==> src/verilog/armExecPkg.sv <==
`default_nettype none

package armExecPkg;

  // Data-processing opcodes, ARM bits [24:21]
  localparam logic [3:0] OpAnd = 4'b0000;
  localparam logic [3:0] OpEor = 4'b0001;
  localparam logic [3:0] OpSub = 4'b0010;
  localparam logic [3:0] OpRsb = 4'b0011;
  localparam logic [3:0] OpAdd = 4'b0100;
  localparam logic [3:0] OpAdc = 4'b0101;
  localparam logic [3:0] OpSbc = 4'b0110;
  localparam logic [3:0] OpRsc = 4'b0111;
  localparam logic [3:0] OpTst = 4'b1000; // Compare class is 10xx
  localparam logic [3:0] OpTeq = 4'b1001;
  localparam logic [3:0] OpCmp = 4'b1010;
  localparam logic [3:0] OpCmn = 4'b1011;
  localparam logic [3:0] OpOrr = 4'b1100;
  localparam logic [3:0] OpMov = 4'b1101;
  localparam logic [3:0] OpBic = 4'b1110;
  localparam logic [3:0] OpMvn = 4'b1111;

  // Condition field, bits [31:28]
  localparam logic [3:0] CondEq = 4'h0;
  localparam logic [3:0] CondNe = 4'h1;
  localparam logic [3:0] CondCs = 4'h2;
  localparam logic [3:0] CondCc = 4'h3;
  localparam logic [3:0] CondMi = 4'h4;
  localparam logic [3:0] CondPl = 4'h5;
  localparam logic [3:0] CondVs = 4'h6;
  localparam logic [3:0] CondVc = 4'h7;
  localparam logic [3:0] CondHi = 4'h8;
  localparam logic [3:0] CondLs = 4'h9;
  localparam logic [3:0] CondGe = 4'ha;
  localparam logic [3:0] CondLt = 4'hb;
  localparam logic [3:0] CondGt = 4'hc;
  localparam logic [3:0] CondLe = 4'hd;
  localparam logic [3:0] CondAl = 4'he;
  localparam logic [3:0] CondNv = 4'hf; // Never issued

  localparam logic [1:0] ShLsl = 2'b00;
  localparam logic [1:0] ShLsr = 2'b01;
  localparam logic [1:0] ShAsr = 2'b10;
  localparam logic [1:0] ShRor = 2'b11;

  // Bit positions inside NZCV
  localparam int FlagN = 3;
  localparam int FlagZ = 2;
  localparam int FlagC = 1;
  localparam int FlagV = 0;

  // Operand 2 field, bits [11:0], read per the I bit
  typedef union packed {
    struct packed {
      logic [3:0] rotate; // ROR by twice this
      logic [7:0] imm8;
    } imm;
    struct packed {
      logic [4:0] shAmt;
      logic [1:0] shType;
      logic       zero;   // Set means register-amount shift
      logic [3:0] rm;
    } shReg;
  } operand2U;

endpackage

`default_nettype wire

==> src/verilog/operandDecode.sv <==
`default_nettype none

module operandDecode (
  input  logic                immOp,    // I bit
  input  armExecPkg::operand2U operand2,
  input  logic         [31:0] rmVal,    // Rm already read
  output logic         [31:0] shiftSrc,
  output logic          [4:0] shiftAmt,
  output logic          [1:0] shiftType,
  output logic                isRrx
);

  always_comb begin
    if (immOp) begin
      // Rotated immediate
      shiftSrc  = {24'b0, operand2.imm.imm8};
      shiftAmt  = {operand2.imm.rotate, 1'b0}; // Even rotations only
      shiftType = armExecPkg::ShRor;
      isRrx     = 1'b0;                        // ROR #0 here is a plain copy
    end else begin
      // Immediate-shifted register
      shiftSrc  = rmVal;
      shiftAmt  = operand2.shReg.shAmt;
      shiftType = operand2.shReg.shType;
      // ROR #0 is the RRX encoding
      isRrx     = (operand2.shReg.shType == armExecPkg::ShRor) &&
                  (operand2.shReg.shAmt == 5'd0);
    end
    // LSR #0 and ASR #0 stay as amount 0 with their type
    // The shifter reads them as shifts by 32
  end

  // Register-amount shifts are not supported by this stage
  always_comb begin
    assert final (immOp || !operand2.shReg.zero)
      else $error("register-specified shift issued to execute stage");
  end

endmodule

`default_nettype wire

==> src/verilog/barrelShifter.sv <==
`default_nettype none

module barrelShifter (
  input  logic [31:0] shiftSrc,
  input  logic  [4:0] shiftAmt,   // 0..31 as encoded
  input  logic  [1:0] shiftType,
  input  logic        isRrx,
  input  logic        carryIn,    // Current C flag
  output logic [31:0] shiftOut,
  output logic        shiftCarry
);

  logic  [5:0] amtLong;   // LSR/ASR amount, 0 read as 32
  logic [32:0] lslVal;    // {carry, result}
  logic [32:0] lsrVal;    // {result, carry}
  logic [32:0] asrVal;    // {result, carry}
  logic [63:0] rorVal;

  assign amtLong = (shiftAmt == 5'd0) ? 6'd32 : {1'b0, shiftAmt};

  // Last bit out lands in the spare position
  assign lslVal = {1'b0, shiftSrc} << shiftAmt;
  assign lsrVal = {shiftSrc, 1'b0} >> amtLong;
  assign asrVal = $signed({shiftSrc, 1'b0}) >>> amtLong; // Sign fill from bit 31
  assign rorVal = {shiftSrc, shiftSrc} >> shiftAmt;

  always_comb begin
    shiftOut   = shiftSrc; // Amount 0 default
    shiftCarry = carryIn;
    if (isRrx) begin
      // 33-bit rotate through carry
      shiftOut   = {carryIn, shiftSrc[31:1]};
      shiftCarry = shiftSrc[0];
    end else begin
      case (shiftType)
        armExecPkg::ShLsl: begin
          if (shiftAmt != 5'd0) begin // LSL #0 keeps C
            shiftOut   = lslVal[31:0];
            shiftCarry = lslVal[32];
          end
        end
        armExecPkg::ShLsr: begin
          shiftOut   = lsrVal[32:1];
          shiftCarry = lsrVal[0];     // Bit 31 when shifting by 32
        end
        armExecPkg::ShAsr: begin
          shiftOut   = asrVal[32:1];
          shiftCarry = asrVal[0];
        end
        default: begin                // ROR
          if (shiftAmt != 5'd0) begin // Unrotated immediate keeps C
            shiftOut   = rorVal[31:0];
            shiftCarry = rorVal[31];
          end
        end
      endcase
    end
  end

endmodule

`default_nettype wire

==> src/verilog/aluUnit.sv <==
`default_nettype none

module aluUnit (
  input  logic  [3:0] opcode,
  input  logic [31:0] a,         // Rn
  input  logic [31:0] b,         // Shifter output
  input  logic        carryIn,   // Current C flag
  output logic [31:0] aluResult,
  output logic  [3:0] aluFlags   // Raw NZCV
);

  logic [31:0] addA;
  logic [31:0] addB;
  logic        addCin;
  logic [32:0] sum;
  logic        overflow;

  // Single adder, subtracts go through inversion
  always_comb begin
    addA   = a;
    addB   = b;
    addCin = 1'b0;
    case (opcode)
      armExecPkg::OpSub, armExecPkg::OpCmp: begin
        addB   = ~b;
        addCin = 1'b1;      // a - b
      end
      armExecPkg::OpRsb: begin
        addA   = ~a;
        addCin = 1'b1;      // b - a
      end
      armExecPkg::OpAdc: addCin = carryIn;
      armExecPkg::OpSbc: begin
        addB   = ~b;
        addCin = carryIn;   // a - b - !C
      end
      armExecPkg::OpRsc: begin
        addA   = ~a;
        addCin = carryIn;
      end
      default: ;            // ADD, CMN, logic ops
    endcase
  end

  assign sum = {1'b0, addA} + {1'b0, addB} + {32'b0, addCin};
  // Same-sign inputs with a different-sign sum
  assign overflow = (addA[31] == addB[31]) && (sum[31] != addA[31]);

  always_comb begin
    case (opcode)
      armExecPkg::OpAnd, armExecPkg::OpTst: aluResult = a & b;
      armExecPkg::OpEor, armExecPkg::OpTeq: aluResult = a ^ b;
      armExecPkg::OpOrr:                    aluResult = a | b;
      armExecPkg::OpMov:                    aluResult = b;
      armExecPkg::OpBic:                    aluResult = a & ~b;
      armExecPkg::OpMvn:                    aluResult = ~b;
      default:                              aluResult = sum[31:0];
    endcase
  end

  // C and V only meaningful for arithmetic opcodes
  always_comb begin
    aluFlags[armExecPkg::FlagN] = aluResult[31];
    aluFlags[armExecPkg::FlagZ] = (aluResult == 32'd0);
    aluFlags[armExecPkg::FlagC] = sum[32];  // Not-borrow on subtracts
    aluFlags[armExecPkg::FlagV] = overflow;
  end

endmodule

`default_nettype wire

==> src/verilog/conditional.sv <==
`default_nettype none

module conditional (
  input  logic [3:0] cond,
  input  logic [3:0] opcode,
  input  logic [3:0] flags,      // Current NZCV
  input  logic [3:0] aluFlags,   // NZCV from the ALU
  input  logic       shiftCarry, // Shifter carry-out
  input  logic       setFlags,   // S bit
  output logic       condEx,
  output logic [3:0] flagsNext
);

  logic neg;
  logic zero;
  logic carry;
  logic overflow;
  logic ge;
  logic isLogic;
  logic carryNext;
  logic overflowNext;
  logic update;

  assign neg      = flags[armExecPkg::FlagN];
  assign zero     = flags[armExecPkg::FlagZ];
  assign carry    = flags[armExecPkg::FlagC];
  assign overflow = flags[armExecPkg::FlagV];
  assign ge       = (neg == overflow); // Signed greater or equal

  always_comb begin
    case (cond)
      armExecPkg::CondEq: condEx = zero;
      armExecPkg::CondNe: condEx = ~zero;
      armExecPkg::CondCs: condEx = carry;
      armExecPkg::CondCc: condEx = ~carry;
      armExecPkg::CondMi: condEx = neg;
      armExecPkg::CondPl: condEx = ~neg;
      armExecPkg::CondVs: condEx = overflow;
      armExecPkg::CondVc: condEx = ~overflow;
      armExecPkg::CondHi: condEx = carry & ~zero;    // Unsigned higher
      armExecPkg::CondLs: condEx = ~carry | zero;
      armExecPkg::CondGe: condEx = ge;
      armExecPkg::CondLt: condEx = ~ge;
      armExecPkg::CondGt: condEx = ~zero & ge;
      armExecPkg::CondLe: condEx = zero | ~ge;
      armExecPkg::CondAl: condEx = 1'b1;
      default:            condEx = 1'b0;             // NV never executes
    endcase
  end

  // Logic class takes C from the shifter
  always_comb begin
    case (opcode)
      armExecPkg::OpAnd, armExecPkg::OpEor, armExecPkg::OpTst, armExecPkg::OpTeq,
      armExecPkg::OpOrr, armExecPkg::OpMov, armExecPkg::OpBic, armExecPkg::OpMvn:
        isLogic = 1'b1;
      default:
        isLogic = 1'b0;
    endcase
  end

  assign carryNext    = isLogic ? shiftCarry : aluFlags[armExecPkg::FlagC];
  assign overflowNext = isLogic ? overflow   : aluFlags[armExecPkg::FlagV]; // V untouched by logic ops

  // Flags only move when the instruction executes with S set
  assign update = setFlags & condEx;

  always_comb begin
    if (update) begin
      flagsNext[armExecPkg::FlagN] = aluFlags[armExecPkg::FlagN];
      flagsNext[armExecPkg::FlagZ] = aluFlags[armExecPkg::FlagZ];
      flagsNext[armExecPkg::FlagC] = carryNext;
      flagsNext[armExecPkg::FlagV] = overflowNext;
    end else begin
      flagsNext = flags;
    end
  end

endmodule

`default_nettype wire

==> src/verilog/executeStage.sv <==
`default_nettype none

module executeStage (
  input  logic                 clk,
  input  logic                 rstN,
  input  logic                 instrValid,
  input  logic           [3:0] cond,
  input  logic           [3:0] opcode,
  input  logic                 setFlags,   // S bit
  input  logic                 immOp,      // I bit
  input  armExecPkg::operand2U operand2,
  input  logic          [31:0] rnVal,
  input  logic          [31:0] rmVal,
  output logic                 resultValid,
  output logic          [31:0] result,
  output logic                 condPassed,
  output logic                 writesResult,
  output logic           [3:0] flags       // Architectural NZCV
);

  logic [31:0] shiftSrc;
  logic  [4:0] shiftAmt;
  logic  [1:0] shiftType;
  logic        isRrx;
  logic [31:0] shiftOut;
  logic        shiftCarry;
  logic [31:0] aluResult;
  logic  [3:0] aluFlags;
  logic        condEx;
  logic  [3:0] flagsNext;
  logic        isCompare;

  operandDecode i_operandDecode (
    .immOp     (immOp),
    .operand2  (operand2),
    .rmVal     (rmVal),
    .shiftSrc  (shiftSrc),
    .shiftAmt  (shiftAmt),
    .shiftType (shiftType),
    .isRrx     (isRrx)
  );

  barrelShifter i_barrelShifter (
    .shiftSrc   (shiftSrc),
    .shiftAmt   (shiftAmt),
    .shiftType  (shiftType),
    .isRrx      (isRrx),
    .carryIn    (flags[armExecPkg::FlagC]), // Also feeds RRX
    .shiftOut   (shiftOut),
    .shiftCarry (shiftCarry)
  );

  aluUnit i_aluUnit (
    .opcode    (opcode),
    .a         (rnVal),
    .b         (shiftOut),
    .carryIn   (flags[armExecPkg::FlagC]),
    .aluResult (aluResult),
    .aluFlags  (aluFlags)
  );

  conditional i_conditional (
    .cond       (cond),
    .opcode     (opcode),
    .flags      (flags),      // Register read straight through
    .aluFlags   (aluFlags),
    .shiftCarry (shiftCarry),
    .setFlags   (setFlags),
    .condEx     (condEx),
    .flagsNext  (flagsNext)
  );

  // TST, TEQ, CMP, CMN
  assign isCompare = (opcode[3:2] == armExecPkg::OpTst[3:2]);

  always_ff @(posedge clk) begin
    if (!rstN) begin
      flags <= 4'b0000;
    end else if (instrValid) begin
      flags <= flagsNext;        // Next instruction sees these
    end
  end

  always_ff @(posedge clk) begin
    if (!rstN) begin
      resultValid  <= 1'b0;
      condPassed   <= 1'b0;
      writesResult <= 1'b0;
    end else begin
      resultValid  <= instrValid;
      condPassed   <= instrValid & condEx;
      writesResult <= instrValid & condEx & ~isCompare;
    end
  end

  always_ff @(posedge clk) begin
    result <= aluResult;         // Qualified by resultValid
  end

  // NV is reserved
  assert property (@(posedge clk) disable iff (!rstN)
    instrValid |-> (cond != armExecPkg::CondNv))
    else $error("NV condition issued");

  // Without S the whole path must leave NZCV alone
  assert property (@(posedge clk) disable iff (!rstN)
    (instrValid && !setFlags) |=> $stable(flags))
    else $error("flags changed without S bit");

endmodule

`default_nettype wire

==> config.mk <==
export PLATFORM = sky130hd
export DESIGN_NAME = executeStage
export DESIGN_NICKNAME = d
export VERILOG_FILES = /design/src/verilog/armExecPkg.sv /design/src/verilog/operandDecode.sv /design/src/verilog/barrelShifter.sv /design/src/verilog/aluUnit.sv /design/src/verilog/conditional.sv /design/src/verilog/executeStage.sv
export SDC_FILE = /design/constraint.sdc
export NUM_CORES = 1
export LEC_CHECK = 0
export ABC_AREA = 1
export BUFFER_PORTS_ARGS = -buffer_cell sky130_fd_sc_hd__buf_2
export CORE_UTILIZATION = 55
export CTS_BUF_LIST = sky130_fd_sc_hd__clkbuf_2
export CTS_CLUSTER_DIAMETER = 100
export DETAILED_ROUTE_END_ITERATION = 8
export PLACE_DENSITY = 0.75
export SLEW_MARGIN = 10
export SYNTH_ARGS = -nofsm -noshare
export SYNTH_HDL_FRONTEND = slang
export SYNTH_HIERARCHICAL = 1
export SYNTH_SLANG_ARGS = --single-unit
==> constraint.sdc <==
create_clock -name clk -period 7.8 [get_ports clk]
set_clock_uncertainty 0.2 [all_clocks]
set_input_delay 0.39 -clock clk [delete_from_list [all_inputs] [get_ports clk]]
set_output_delay 0.39 -clock clk [all_outputs]
set_load 0.03 [all_outputs]
; ---- Word level (Yosys, flattened, before mapping)
; Memory sizes are Yosys's and may differ from the RTL's.
; Cells that the tools add are included.
; Widths: inputs -> output; s select.
[word_totals]
mem_bits_ro = 16
mem_count = 1
output_inout_bits = 39
register_bits = 39
elab_cells = 107
[mem_list]
columns = name, depth, width, read_ports, rd_clocked_by_memory_dff, write_ports, line_no
row1 = (no name shown), 16, 1, 1, 0, 0, conditional.sv:53  ; case (opcode)
[classes]
muxes = 19
reduce_logical = 18
shifts = 4
addsub = 2
eq_ne = 36
bitwise_logic = 20
[ops]
columns = cell, n
row1 = $mux 32, 6
row2 = $pmux 32 s6, 1
row3 = $pmux 32 s3, 1
row4 = $and 32x32->32, 2
row5 = $not 32->32, 2
row6 = $shr 64x5->32, 1
row7 = $eq 4x4->1 const B, 14
row8 = $add 32x32->33, 1
row9 = $add 33x1->33, 1
row10 = $shl 32x5->33, 1
row11 = $shr 33x6->33, 1
row12 = $sshr 33x6->33, 1
row13 = $logic_not 32->1, 1
row14 = $or 32x32->32, 1
row15 = $xor 32x32->32, 1
row16 = $eq 4x3->1 const B, 7
row17 = $eq 4x2->1 const B, 4
row18 = $pmux 1 s15, 1
row19 = $logic_not 5->1, 2
row20 = $reduce_or 3->1, 3
row21 = $eq 4x1->1 const B, 2
row22 = $logic_not 4->1, 2
row23 = $not 1->1, 7
row24 = $eq 2x2->1 const B, 3
row25 = other kinds (19), 33

; ---- Longest topological paths before layout
[logic_depth]
ltp_word = 12
mapped_depth = 46
depth_no_buf = 44

; ---- Cells and area by module
; Netlist, hierarchy kept.
[modules_own_cells]
columns = mod, seq_area_each_um2, area_each_um2, n_inst, cells_per_inst
row1 = barrelShifter, 0.0, 5751.8, 1, 1205
row2 = aluUnit, 0.0, 5614.1, 1, 1104
row3 = executeStage, 780.7, 912.1, 1, 67
row4 = operandDecode, 0.0, 369.1, 1, 92
row5 = conditional, 0.0, 304.0, 1, 69

; ---- Worst setup path after synthesis
; No wires, ideal clock.
[synth_timing]
kind = in2reg
start = input immOp
end = register flags[1]
arrival_ns = 4.408
path_stages = 36
setup_time_ns = 0.115
setup_slack_ns = 3.078
cell_sequence = buf_2 -> nor2_1 -> buf_6 -> buf_4 -> nand2_1 -> nand3_1 -> nand3_1 -> nand3_1 -> nand3_1 -> nand3_1 -> nand2_1 -> nand2_1 -> nand2_1 -> nand2_1 -> inv_1 -> xor2_1 -> fa_1 -> fa_1 -> nand2_1 -> nand2_1 -> nand3_1 -> nand2_1 -> nand2_1 -> nand2_1 -> nand2_1 -> nand2_1 -> nand2_1 -> a21oi_1 -> or2_2 -> mux2_2 -> nand3_1 -> nand2_1 -> inv_1 -> nand2_2 -> nand2_1 -> nor2_1
[synth_via]
elab_chain_cells = 11
[synth_rtl]
columns = item, line_no
row1 = from (decl), executeStage.sv:10  ; input logic immOp,
row2 = $mux 1 *, operandDecode.sv:14  ; if (immOp) begin
row3 = net shiftAmt[0], executeStage.sv:22  ; logic [4:0] shiftAmt;
row4 = $logic_not 5->1, barrelShifter.sv:19  ; assign amtLong = (shiftAmt == 5'd0) ? 6'd32 : {1'b0, shiftAmt};
row5 = $mux 6, barrelShifter.sv:19
row6 = $sshr 33x6->33 / $shr 33x6->33 (equally long branches), "barrelShifter.sv:24, barrelShifter.sv:23"
row7 = $pmux 32 s3 *, barrelShifter.sv:35  ; case (shiftType)
row8 = $mux 32 *, barrelShifter.sv:30  ; if (isRrx) begin
row9 = net shiftOut[0], executeStage.sv:25  ; logic [31:0] shiftOut;
row10 = $not 32->32, "aluUnit.sv:25, aluUnit.sv:34"
row11 = $mux 32 *, --
row12 = $add 32x32->33 *, aluUnit.sv:45  ; assign sum = {1'b0, addA} + {1'b0, addB} + {32'b0, addCin};
row13 = $add 33x1->33 *, aluUnit.sv:45
row14 = net aluFlags[1], executeStage.sv:28  ; logic [3:0] aluFlags;
row15 = $mux 1 *, conditional.sv:62  ; assign carryNext = isLogic ? shiftCarry : aluFlags[armExecPkg::FlagC];
row16 = to (signal assigned), executeStage.sv:80  ; flags <= flagsNext;
row17 = to (decl), executeStage.sv:18  ; output logic [3:0] flags
; The timed path passes the listed nets; every way through them passes the cells marked *. The select of a mux whose other input is x is not followed.
; A chain may end at the register's enable or synchronous reset.

; ---- Final worst setup path
[layout_timing]
start = input immOp
end = register flags[2]
[layout_via]
elab_chain_cells = 12
[layout_rtl]
columns = item, line_no
row1 = $mux 1 *, operandDecode.sv:14
row2 = net shiftAmt[0], executeStage.sv:22
row3 = $logic_not 5->1, barrelShifter.sv:19
row4 = $mux 6, barrelShifter.sv:19
row5 = $sshr 33x6->33 / $shr 33x6->33 (equally long branches), "barrelShifter.sv:24, barrelShifter.sv:23"
row6 = $pmux 32 s3 *, barrelShifter.sv:35
row7 = $mux 32 *, barrelShifter.sv:30
row8 = net shiftOut[0], executeStage.sv:25
row9 = $not 32->32, "aluUnit.sv:25, aluUnit.sv:34"
row10 = $mux 32 *, --
row11 = $add 32x32->33 *, aluUnit.sv:45
row12 = $add 33x1->33 *, aluUnit.sv:45
row13 = $pmux 32 s6 *, aluUnit.sv:50  ; case (opcode)
row14 = net aluResult[28], executeStage.sv:27  ; logic [31:0] aluResult;
row15 = $logic_not 32->1 *, aluUnit.sv:64  ; aluFlags[armExecPkg::FlagZ] = (aluResult == 32'd0);
row16 = net aluFlags[2], executeStage.sv:28
; The timed path passes the listed nets; every way through them passes the cells marked *.

==> impl_metrics.py <==
metrics = {
    "yosys": {
        "synth_xor_xnor_area_share_pct": 5.21,
        "async_flop_share_pct": 0,
        "synth.cell_area_um2": 13000,
        "synth_edf_count": 0,
        "synth_top_family_by_area": "simple AND/OR/NAND/NOR gates",
        "synthesis.nets": 2691,
        "synth_compound_area_share_pct": 7.25,
        "syn_area_per_cell_um2": 5.10,
        "synth_fa_ha_area_share_pct": 6.40,
        "netlist_top_cells_count": "nand2_1, nand3_1, inv_1",
        "synth_cells": 2537,
        "synth.largest_area_cell": "nand2_1",
        "synth_most_common_cell": "nand2_1",
        "synth-simple-area-share_pct": 60.1,
        "synth-seq-area-share_pct": 6.03,
        "yosysWarnings": 6,
        "synthDominantCellAreaShare_pct": 26.1,
        "synth.area.top_cells": "nand2_1, nand3_1, inv_1, ha_1, dfxtp_1",
        "yosysUniqueCellTypes": 48,
        "synth_ff_type": "dfxtp_1",
        "synth.mux.area_fraction_pct": 0.174,
        "synth-seq-cells": 39,
    },
    "worst_setup_path": {
        "cp-start-kind": "input pin",
        "cpPeakStageDelay_ps": 540,
        "end_kind": "flop",
        "crit_top_cell": "nand2_1",
        "r2r_slack_ps": 3720,
        "cpMaxStageDelayCell": "fa_1",
        "rr_worst_depth": 23,
        "crit_type": "input pin to flop",
        "worstPathMaxFanout": 35,
        "crit_arrival_ps": 6300,
        "r2r-end": "flags[2]",
        "timing.rr.start": "flags[1]",
        "crit_required_ps": 8030,
    },
    "power_and_ir_drop": {
        "pwr_density_cell_nw_per_um2": 142,
        "p_leak_nw": 7.77,
        "power_w": 0.00193,
        "ir_drop_uv": 91.8,
    },
    "clock_network": {
        "cts_buffers": 5,
        "htree_levels": 2,
        "cts-root-buf": "clkbuf_2",
        "cts_tree": "built",
        "cts_sinks": 39,
        "cts_buffer_depth": 2,
        "clkSlewWorstSetupHoldPaths_ps": 270,
        "clkLatencyLatePin_ps": 460,
        "postCtsSetupBuffers": 0,
    },
    "sta": {
        "fmax_mhz": 165,
        "worst-slew-pin-transition_ps": 1050,
        "period_needed_ps": 6070,
        "fin_ws_ps": 1730,
        "finalSetupViolCount": 0,
        "fin_crit_sh_pct": 77.8,
        "tns_ps": 0,
        "rsz0062_at_grt": "no",
        "relSlewSlack_pct": 29.5,
        "maxSlewViolCount": 0,
        "hold_viol": 0,
    },
    "detailed_routing": {
        "drtIter0Drc": 2791,
        "vias": 17900,
        "avgViaCountPerCell": 6.19,
        "drc": 0,
        "drtPass1Iterations": 7,
        "wl_per_cell_um": 21.2,
        "wl_um": 61200,
        "detail-route-antenna-nets": 0,
    },
    "die": {
        "ios": 128,
        "die_x_um": 155,
        "die_h_um": 155,
        "start_util_pct": 56.7,
        "core_area_um2": 22800,
        "rows": 55,
        "die_area_um2": 24200,
    },
    "placed_design": {
        "preCtsSetupSlack_ps": 1500,
        "io_buffers": 127,
        "place_hpwl_um": 46100,
        "gp_congestion": 1.16,
    },
    "hold_path": {
        "hold_depth": 4,
        "min-delay-start": "opcode[3]",
        "hold_end": "writesResult",
        "min_path_type": "input pin to flop",
    },
    "layout": {
        "final_nets": 2729,
        "drive_gt1_share_pct": 9.94,
        "fillers": 2371,
        "syn_to_final_growth_pct": 4.51,
    },
    "global_routing": {
        "antenna_found_initial": 3,
        "grt.total_usage_pct": 50.3,
        "grt_overflow": 0,
        "grt_pass1_vias": 16300,
        "grt_max_degree": 72,
        "grt_pass1_wl_um": 92800,
    },
    "status": {
        "outcome": "finished, final reports clean",
    },
    "run": {
        "max-cap-violations": 0,
    },
}
==> routing by layer <==
layer  wire length [µm]  share of wire (%)  global-route usage (%)  vias up
li1                   -                  -                       -     8233
met1              20300                 33                    55.5     7971
met2              26700                 44                    80.6     1311
met3               7910                 13                    14.2      378
met4               6290                 10                    41.9        0
met5                  0                  0                       0        -
==> critical path, delay by kind of cell <==
kind | cells | cell delay, ps
AND/OR/NAND/NOR | 29 | 3480
XOR/XNOR | 1 | 190
adder cells (fa/ha/maj) | 2 | 1000
buffers and inverters | 5 | 1220
==> how the worst max path moves through the flow <==
stage / from / end / slack, ps / depth (start not counted)
2_1_floorplan: immOp / flags[1] / 3080 / 36
3_3_place_gp: immOp / flags[2] / 1510 / 37
3_5_place_dp: immOp / flags[2] / 1500 / 37
4_1_cts: immOp / flags[2] / 1970 / 37
5_1_grt: immOp / flags[2] / 1250 / 37
6_report: immOp / flags[2] / 1730 / 37
==> flip-flops by register name, indices dropped and copies added, names as in the netlist <==
register and cells:
flags 4, result 32, resultValid 1, writesResult 1, condPassed 1
==> what timing repair did <==
action | in CTS | in global routing
resized for setup | 0 | 0
hold endpoints to repair | 7 | 0
hold buffers | 2 | 0
==> power breakdown <==
part / internal (W) / leakage (nW) / switching (W)
Combinational: 0.000437 / 7.40 / 0.00109
Clock: 0.0000543 / 0.0429 / 0.0000871
Sequential: 0.000247 / 0.327 / 0.0000161
Total: 0.000738 / 7.77 / 0.00119
==> layout by cell type, fill, tap and decap left out, drive strengths merged, types with 3 or more instances in the layout <==
master  count
nand2     936
nand3     554
inv       312
nor2      176
buf       152
xor2       77
o21ai      71
ha         63
a21oi      56
nand4      41
dfxtp      39
nor3       19
o22ai      12
o211ai      9
nand3b      8
and2        6
clkbuf      5
or2         5
clkinv      5
o21bai      4
nor4        3
a211oi      3
a31oi       3
a311oi      3
==> kinds of logic (layout without fill, tap and decap cells) <==
kind of cell | Yosys count | count (layout)
simple gates | 1749 | 1749
buf+inv | 438 | 477
compound gates | 167 | 167
xor+xnor | 77 | 77
fa+ha+maj | 65 | 65
flops | 39 | 39
mux | 2 | 2
other cells | 0 | 1
==> per-stage QoR <==
step / area [µm²] / hold WS (ps) / util (%) / std cells
final: 13500 / 31.5 / 59.2 / 2890
after global routing: 13500 / 48.5 / 59.2 / 2890
after CTS: 13500 / 28.0 / 59.2 / 2889
after floorplan: 13000 / 288 / - / 2537
after global placement: 13400 / 360 / 58.8 / 2879
after detailed placement: 13400 / 364 / 58.8 / 2879
==> layout make-up <==
type                            count  area (µm²)  share of cell area, %
Timing Repair Buffer              154         843                   6.23
Sequential cell                    39         781                   5.77
Multi-Input combinational cell   2060       10300                   75.8
Tap cell                          313         392                   2.89
Clock inverter                      3        43.8                  0.324
Clock buffer                        5        25.0                  0.185
Inverter                          315        1190                   8.81
Antenna cell                        1        2.50                 0.0185
No activity file was read; power rests on OpenSTA's default activity.
